## config.mk

```make
export PLATFORM = sky130hd
export DESIGN_NAME = renameCore
export DESIGN_NICKNAME = d
export VERILOG_FILES = /design/src/renamePkg.sv /design/src/commitBus.sv /design/src/registerResultStatus.sv /design/src/reorderBuffer.sv /design/src/registerFile.sv /design/src/renameCore.sv
export VERILOG_INCLUDE_DIRS = /design/src
export SDC_FILE = /design/constraint.sdc
export NUM_CORES = 2
export LEC_CHECK = 0
export CORE_MARGIN = 3
export CORE_UTILIZATION = 48
export CTS_BUF_LIST = sky130_fd_sc_hd__clkbuf_8
export CTS_CLUSTER_SIZE = 8
export DETAILED_ROUTE_END_ITERATION = 8
export DONT_BUFFER_PORTS = 1
export GPL_ROUTABILITY_DRIVEN = 0
export SLEW_MARGIN = 20
export SYNTH_ARGS = -nofsm -noshare
export SYNTH_HDL_FRONTEND = slang
export SYNTH_SLANG_ARGS = --single-unit
export TNS_END_PERCENT = 20
```

## constraint.sdc

```tcl
create_clock -name CLK -period 34.3 [get_ports CLK]
set_input_delay 6.86 -clock CLK [delete_from_list [all_inputs] [get_ports CLK]]
set_output_delay 6.86 -clock CLK [all_outputs]
set_load 0.03 [all_outputs]
```

## src/rename_config.svh

```systemverilog
`ifndef RENAME_CONFIG_SVH
`define RENAME_CONFIG_SVH

// architectural register count
`define NUM_REGS 16

// reorder buffer entries, power of two
`define ROB_DEPTH 8

// operand width in bits
`define DATA_WIDTH 32

`endif

```

## src/renamePkg.sv

```systemverilog
`include "rename_config.svh"

package renamePkg;

    // register number
    typedef logic [$clog2(`NUM_REGS)-1:0] regAddrT;

    // index into the reorder buffer
    typedef logic [$clog2(`ROB_DEPTH)-1:0] robTagT;

    // operand and result value
    typedef logic [`DATA_WIDTH-1:0] dataT;

    // life of one ROB entry
    typedef enum logic [1:0] {
        robEmpty,   // free slot
        robIssued,  // allocated, waiting on CDB
        robDone     // result present, may retire
    } robStateT;

endpackage

```

## src/commitBus.sv

```systemverilog
interface commitBus;

    logic              valid;    // head is retiring this cycle
    renamePkg::robTagT tag;      // tag being freed
    renamePkg::regAddrT destReg; // architectural destination
    renamePkg::dataT   value;    // committed result

    modport source (
        output valid,
        output tag,
        output destReg,
        output value
    );

    modport sink (
        input valid,
        input tag,
        input destReg,
        input value
    );

endinterface

```

## src/registerResultStatus.sv

```systemverilog
`include "rename_config.svh"

module registerResultStatus (
    input  logic               CLK,
    input  logic               Reset,
    input  renamePkg::regAddrT queryA,
    input  renamePkg::regAddrT queryB,
    input  logic               append,
    input  renamePkg::regAddrT appendReg,
    input  renamePkg::robTagT  appendTag,
    commitBus.sink             retire,
    output logic               busyA,
    output logic               busyB,
    output renamePkg::robTagT  tagA,
    output renamePkg::robTagT  tagB
);

    logic [`NUM_REGS-1:0] busy;              // register waits on a ROB entry
    renamePkg::robTagT    tagOf [`NUM_REGS]; // producing entry per register

    // two lookups, same cycle
    always_comb begin
        busyA = busy[queryA];
        tagA  = tagOf[queryA];
        busyB = busy[queryB];
        tagB  = tagOf[queryB];
    end

    // A retirement clears every register still naming the retiring tag.
    // Registers renamed to a younger tag keep their busy bit, and an
    // append in the same cycle is applied last so the new writer wins.
    always_ff @(posedge CLK or posedge Reset) begin
        if (Reset) begin
            busy <= '0;
        end else begin
            if (retire.valid) begin
                for (int i = 0; i < `NUM_REGS; i++) begin
                    if (tagOf[i] == retire.tag) begin
                        busy[i] <= 1'b0;
                    end
                end
            end
            if (append) begin
                busy[appendReg] <= 1'b1; // overrides the clear above
            end
        end
    end

    // producing tag, written on append
    always_ff @(posedge CLK) begin
        if (append) begin
            tagOf[appendReg] <= appendTag;
        end
    end

endmodule

```

## src/reorderBuffer.sv

```systemverilog
`include "rename_config.svh"

module reorderBuffer (
    input  logic               CLK,
    input  logic               Reset,
    input  logic               allocate,
    input  renamePkg::regAddrT allocReg,
    input  logic               cdbValid,
    input  renamePkg::robTagT  cdbTag,
    input  renamePkg::dataT    cdbValue,
    input  renamePkg::robTagT  fwdTagA,
    input  renamePkg::robTagT  fwdTagB,
    output logic               full,
    output renamePkg::robTagT  tailTag,
    output logic               fwdDoneA,
    output logic               fwdDoneB,
    output renamePkg::dataT    fwdValueA,
    output renamePkg::dataT    fwdValueB,
    commitBus.source           retire
);

    localparam int CountW = $clog2(`ROB_DEPTH) + 1;

    renamePkg::robStateT state   [`ROB_DEPTH];
    renamePkg::regAddrT  destOf  [`ROB_DEPTH]; // destination per entry
    renamePkg::dataT     valueOf [`ROB_DEPTH]; // result per entry

    renamePkg::robTagT   head;
    renamePkg::robTagT   tail;
    logic [CountW-1:0]   count;                // live entries
    logic                headDone;

    assign full    = (count == CountW'(`ROB_DEPTH));
    assign tailTag = tail;

    // forward a finished result to a waiting source
    assign fwdDoneA  = (state[fwdTagA] == renamePkg::robDone);
    assign fwdDoneB  = (state[fwdTagB] == renamePkg::robDone);
    assign fwdValueA = valueOf[fwdTagA];
    assign fwdValueB = valueOf[fwdTagB];

    // in-order retire from the head
    assign headDone       = (state[head] == renamePkg::robDone);
    assign retire.valid   = headDone;
    assign retire.tag     = head;
    assign retire.destReg = destOf[head];
    assign retire.value   = valueOf[head];

    // control state: entry states and pointers
    always_ff @(posedge CLK or posedge Reset) begin
        if (Reset) begin
            for (int i = 0; i < `ROB_DEPTH; i++) begin
                state[i] <= renamePkg::robEmpty;
            end
            head  <= '0;
            tail  <= '0;
            count <= '0;
        end else begin
            if (headDone) begin
                state[head] <= renamePkg::robEmpty;
                head        <= head + 1'b1; // wraps at depth
            end
            // only an issued entry can complete
            if (cdbValid && state[cdbTag] == renamePkg::robIssued) begin
                state[cdbTag] <= renamePkg::robDone;
            end
            if (allocate) begin
                state[tail] <= renamePkg::robIssued;
                tail        <= tail + 1'b1;
            end
            case ({allocate, headDone})
                2'b10:   count <= count + 1'b1;
                2'b01:   count <= count - 1'b1;
                default: count <= count;
            endcase
        end
    end

    // entry payload
    always_ff @(posedge CLK) begin
        if (allocate) begin
            destOf[tail] <= allocReg;
        end
        if (cdbValid && state[cdbTag] == renamePkg::robIssued) begin
            valueOf[cdbTag] <= cdbValue;
        end
    end

endmodule

```

## src/registerFile.sv

```systemverilog
`include "rename_config.svh"

module registerFile (
    input  logic               CLK,
    input  logic               Reset,
    input  renamePkg::regAddrT readA,
    input  renamePkg::regAddrT readB,
    commitBus.sink             retire,
    output renamePkg::dataT    valueA,
    output renamePkg::dataT    valueB
);

    renamePkg::dataT regs [`NUM_REGS]; // committed state

    // combinational reads, old value during a write
    assign valueA = regs[readA];
    assign valueB = regs[readB];

    always_ff @(posedge CLK or posedge Reset) begin
        if (Reset) begin
            for (int i = 0; i < `NUM_REGS; i++) begin
                regs[i] <= '0;
            end
        end else if (retire.valid) begin
            regs[retire.destReg] <= retire.value;
        end
    end

endmodule

```

## src/renameCore.sv

```systemverilog
module renameCore (
    input  logic               CLK,
    input  logic               Reset,
    input  logic               dispatchValid,
    input  renamePkg::regAddrT dispatchDest,
    input  renamePkg::regAddrT srcA,
    input  renamePkg::regAddrT srcB,
    input  logic               cdbValid,
    input  renamePkg::robTagT  cdbTag,
    input  renamePkg::dataT    cdbValue,
    output logic               dispatchReady,
    output renamePkg::robTagT  dispatchTag,
    output logic               srcABusy,
    output renamePkg::robTagT  srcATag,
    output logic               srcAReady,
    output renamePkg::dataT    srcAValue,
    output logic               srcBBusy,
    output renamePkg::robTagT  srcBTag,
    output logic               srcBReady,
    output renamePkg::dataT    srcBValue,
    output logic               commitValid,
    output renamePkg::robTagT  commitTag,
    output renamePkg::regAddrT commitReg,
    output renamePkg::dataT    commitValue
);

    commitBus commitIf ();

    logic            robFull;
    logic            accept;     // dispatch taken this edge
    logic            fwdDoneA;
    logic            fwdDoneB;
    renamePkg::dataT fwdValueA;
    renamePkg::dataT fwdValueB;
    renamePkg::dataT rfValueA;
    renamePkg::dataT rfValueB;

    assign dispatchReady = !robFull;
    assign accept        = dispatchValid && !robFull;

    registerResultStatus u_status (
        .CLK       (CLK),
        .Reset     (Reset),
        .queryA    (srcA),
        .queryB    (srcB),
        .append    (accept),
        .appendReg (dispatchDest),
        .appendTag (dispatchTag),
        .retire    (commitIf.sink),
        .busyA     (srcABusy),
        .busyB     (srcBBusy),
        .tagA      (srcATag),
        .tagB      (srcBTag)
    );

    reorderBuffer u_rob (
        .CLK       (CLK),
        .Reset     (Reset),
        .allocate  (accept),
        .allocReg  (dispatchDest),
        .cdbValid  (cdbValid),
        .cdbTag    (cdbTag),
        .cdbValue  (cdbValue),
        .fwdTagA   (srcATag),    // status tag picks the entry
        .fwdTagB   (srcBTag),
        .full      (robFull),
        .tailTag   (dispatchTag),
        .fwdDoneA  (fwdDoneA),
        .fwdDoneB  (fwdDoneB),
        .fwdValueA (fwdValueA),
        .fwdValueB (fwdValueB),
        .retire    (commitIf.source)
    );

    registerFile u_regFile (
        .CLK    (CLK),
        .Reset  (Reset),
        .readA  (srcA),
        .readB  (srcB),
        .retire (commitIf.sink),
        .valueA (rfValueA),
        .valueB (rfValueB)
    );

    // ready from the register file when not busy, else from a done ROB entry
    function automatic void resolveSource(
        input  logic            busy,
        input  logic            fwdDone,
        input  renamePkg::dataT rfValue,
        input  renamePkg::dataT fwdValue,
        output logic            ready,
        output renamePkg::dataT value
    );
        ready = !busy || fwdDone;
        value = busy ? fwdValue : rfValue;
    endfunction

    always_comb begin
        resolveSource(srcABusy, fwdDoneA, rfValueA, fwdValueA, srcAReady, srcAValue);
        resolveSource(srcBBusy, fwdDoneB, rfValueB, fwdValueB, srcBReady, srcBValue);
    end

    assign commitValid = commitIf.valid;
    assign commitTag   = commitIf.tag;
    assign commitReg   = commitIf.destReg;
    assign commitValue = commitIf.value;

endmodule

```

==> results.cfg <==
[setup_path]
endpoint_kind = output pin
start_kind = input pin
critPathMaxFanout = 401
worstPathRequired_ns = 27.44
cp.arrival_ns = 11.58
crit_type = input pin to output pin

[floorplan]
core_um2 = 111600
fp-row-count = 122
start_util_pct = 48.74
num_io_pins = 169
die-area_um2 = 117400
die-width_um = 342.6
die_h_um = 342.6

[sta]
skew_ns = 0.03006
finalCriticalPeriod_ns = 18.44
period_share_pct = 53.77
holdWs_ns = 0.4722
finalHoldViolCount = 0
slew_viol_final = 324
rsz0062_at_grt = false
setup_viol = 0
fmax_mhz = 54.22
slew_headroom_pct = -57.31
fin_setup_tns_ns = 0
setup_ws_ns = 15.86
worst_pin_slew_ns = 2.360

[route]
vias = 41110
wire_per_inst_um = 30.36
drc = 0
drt_iter0_drc = 5072
ant_nets = 0
via_per_inst = 6.833
drt_wl_total_mm = 182.6
dr.pass1.iters = 6

[synth]
synth-edff-count = 336
syn_nets = 4653
seq_area_frac_synth_pct = 44.04
synthFlopType = dfrtp_1
netlist_instances = 4597
syn_avg_cell_area_um2 = 11.83
async_flop_share_pct = 62.25
syn-cell-area_um2 = 54390
synth_seq_cells = 890
ys_types = 61
ys_warn_count = 0

[layout]
final_nets = 4465
finalCoreUtilization_pct = 53.04
syn2layout_area_growth_pct = 8.816
drive_above_1_share_pct = 27.86
finalInstanceArea_um2 = 59180

[job]
drv_cap = 0

[global_routing]
grt_max_degree = 402
grt_pass1_vias = 40050
grt.total_usage_pct = 30.94
grt.overflow.total = 0
antenna_found_initial = 4
grt_pass1_wl_mm = 271.4

[placement]
dp_slack_ns = 16.81
hpwl_mm = 105.2
port_buffers = 0
place_area_um2 = 56130

[clock_tree]
cts_tree = done
cts_max_path_buffers = 3
clk_latency_ns = 0.84
clockRootBuffer = clkbuf_8
clock_sinks = 890
h-tree-depth = 4
clk_pin_slew_ns = 0.07
cts_resized = 0
cts_buffers = 156
post_cts_buffers = 0
hold_buffers = 0

[outcome]
status = finished with violations
violations = slew limit

[worst_hold_path]
hp-class = register to register

[power_and_ir_drop]
leakage_nw = 23.06
vdd_ir_drop_max_uv = 48.85
power_density_nw_per_um2 = 81.22
-- layout make-up --
| class | instances | area (um2) |
|---|---|---|
| Sequential cell | 890 | 23960 |
| Antenna cell | 5 | 12.51 |
| Clock inverter | 88 | 499.2 |
| Inverter | 20 | 82.58 |
| Fill cell | 9376 | 52400 |
| Clock buffer | 184 | 2532 |
| Tap cell | 1488 | 1862 |
| Multi-Input combinational cell | 3211 | 29250 |
| Timing Repair Buffer | 130 | 975.9 |
-- per-layer routing --
layer / global-route usage [%] / wire [um] / part of all wire, % / vias to the layer above
met4: 10.82 / 5948 / 3.3 / 0
met3: 7.270 / 18530 / 10 / 389
met1: 42.94 / 73950 / 40 / 21250
met5: 0 / 0 / 0 / -
li1: - / - / - / 17310
met2: 47.88 / 84220 / 46 / 2160
-- stage by stage --
stage	power, W	instances
final	0.004807	6016
after global routing	0.005018	6012
after CTS	0.004795	6011
after detailed placement	0.003826	5739
after global placement	0.003775	5739
after floorplan	0.003099	4597
-- power breakdown --
group	switching [W]	internal (W)	total (W)
logic	0.00126	0.000874	0.00213
clock network	0.000459	0.000510	0.000969
registers	0.000260	0.00145	0.00171
-- registers in the layout, summed over array words and instances (netlist names) --
name	flops
u_regFile.regs	512
u_rob.count	4
u_rob.destOf	32
u_rob.retire.tag	3
u_rob.state	16
u_rob.tailTag	3
u_rob.valueOf	256
u_status.busy	16
u_status.tagOf	48
-- cells in the mapped netlist (20+ instances only) --
| cell type | instances | area (um2) |
|---|---|---|
| a211oi_1 | 128 | 960.9 |
| a21boi_0 | 128 | 960.9 |
| a21oi_1 | 60 | 300.3 |
| a221oi_1 | 26 | 227.7 |
| a22o_1 | 128 | 1121 |
| a22oi_1 | 20 | 150.1 |
| buf_1 | 49 | 183.9 |
| buf_2 | 77 | 385.4 |
| buf_4 | 29 | 217.7 |
| clkbuf_1 | 318 | 1194 |
| dfrtp_1 | 554 | 13860 |
| edfxtp_1 | 336 | 10090 |
| mux2_1 | 175 | 1971 |
| mux2_2 | 404 | 4549 |
| mux2i_1 | 47 | 470.5 |
| mux4_2 | 353 | 7950 |
| nand2_1 | 767 | 2879 |
| nand2b_1 | 24 | 150.1 |
| nand4_1 | 130 | 813.3 |
| nand4b_1 | 133 | 1165 |
| nor2_1 | 66 | 247.7 |
| nor2b_1 | 134 | 838.3 |
| o21ai_0 | 146 | 730.7 |
| o221ai_1 | 20 | 175.2 |
| o22ai_1 | 84 | 525.5 |
| o41ai_1 | 82 | 718.2 |
| xor2_1 | 52 | 455.4 |
-- cells by family after synthesis --
logic type	count (synthesis)	synth area share, %
flops	890	44.04
fa+ha+maj	5	0.1150
simple gates	1318	12.32
compound gates	852	11.29
mux	979	27.47
xor+xnor	57	0.9179
buf+inv	496	3.842
-- placed cells by master (no fill, tap or decap), types with 10 or more instances in the layout --
master | netlist | final
nand2_1 | 767 | 767
dfrtp_1 | 554 | 551
mux2_2 | 404 | 402
mux4_2 | 353 | 353
edfxtp_1 | 336 | 336
clkbuf_8 | 0 | 184
mux2_1 | 175 | 175
o21ai_0 | 146 | 144
nand4b_1 | 133 | 133
nor2b_1 | 134 | 133
nand4_1 | 130 | 130
buf_4 | 29 | 130
a22o_1 | 128 | 128
a211oi_1 | 128 | 128
a21boi_0 | 128 | 128
o22ai_1 | 84 | 67
nor2_1 | 66 | 65
o41ai_2 | 0 | 63
a21oi_1 | 60 | 58
inv_1 | 15 | 55
xor2_1 | 52 | 52
mux2i_1 | 47 | 45
a221oi_1 | 26 | 26
nand2b_1 | 24 | 21
a22oi_1 | 20 | 20
o221ai_2 | 1 | 18
o41ai_1 | 82 | 18
nor3_1 | 15 | 14
o22ai_2 | 0 | 13
clkinv_2 | 0 | 13
clkinv_1 | 2 | 12
inv_2 | 3 | 10
-- worst paths after layout --
path / from / to / slack (ns) / cells past startpoint
min in group asynchronous: Reset / u_regFile.regs[133]$_DFFE_PP0P_ / 6.00 / 1
hold reg to reg: u_rob.count[3]$_DFFE_PP0P_ / u_rob.count[3]$_DFFE_PP0P_ / 0.47 / 1
hold / removal: u_rob.count[3]$_DFFE_PP0P_ / u_rob.count[3]$_DFFE_PP0P_ / 0.47 / 1
setup reg to reg: u_rob.retire.tag[1]$_DFFE_PP0N_ / u_regFile.regs[118]$_DFFE_PP0P_ / 28.90 / 11
setup / recovery: srcB[0] / srcBValue[8] / 15.86 / 8
max in group asynchronous: Reset / u_regFile.regs[149]$_DFFE_PP0P_ / 26.02 / 3
-- critical path: stages --
cell	delay (ns)
mux4_2	0.72
nand3_1	0.12
nand3_4	0.09
buf_4	0.77
nand2b_2	0.65
buf_4	0.45
a211oi_1	0.10
o41ai_2	1.05
(Power assumes the default switching activity.)
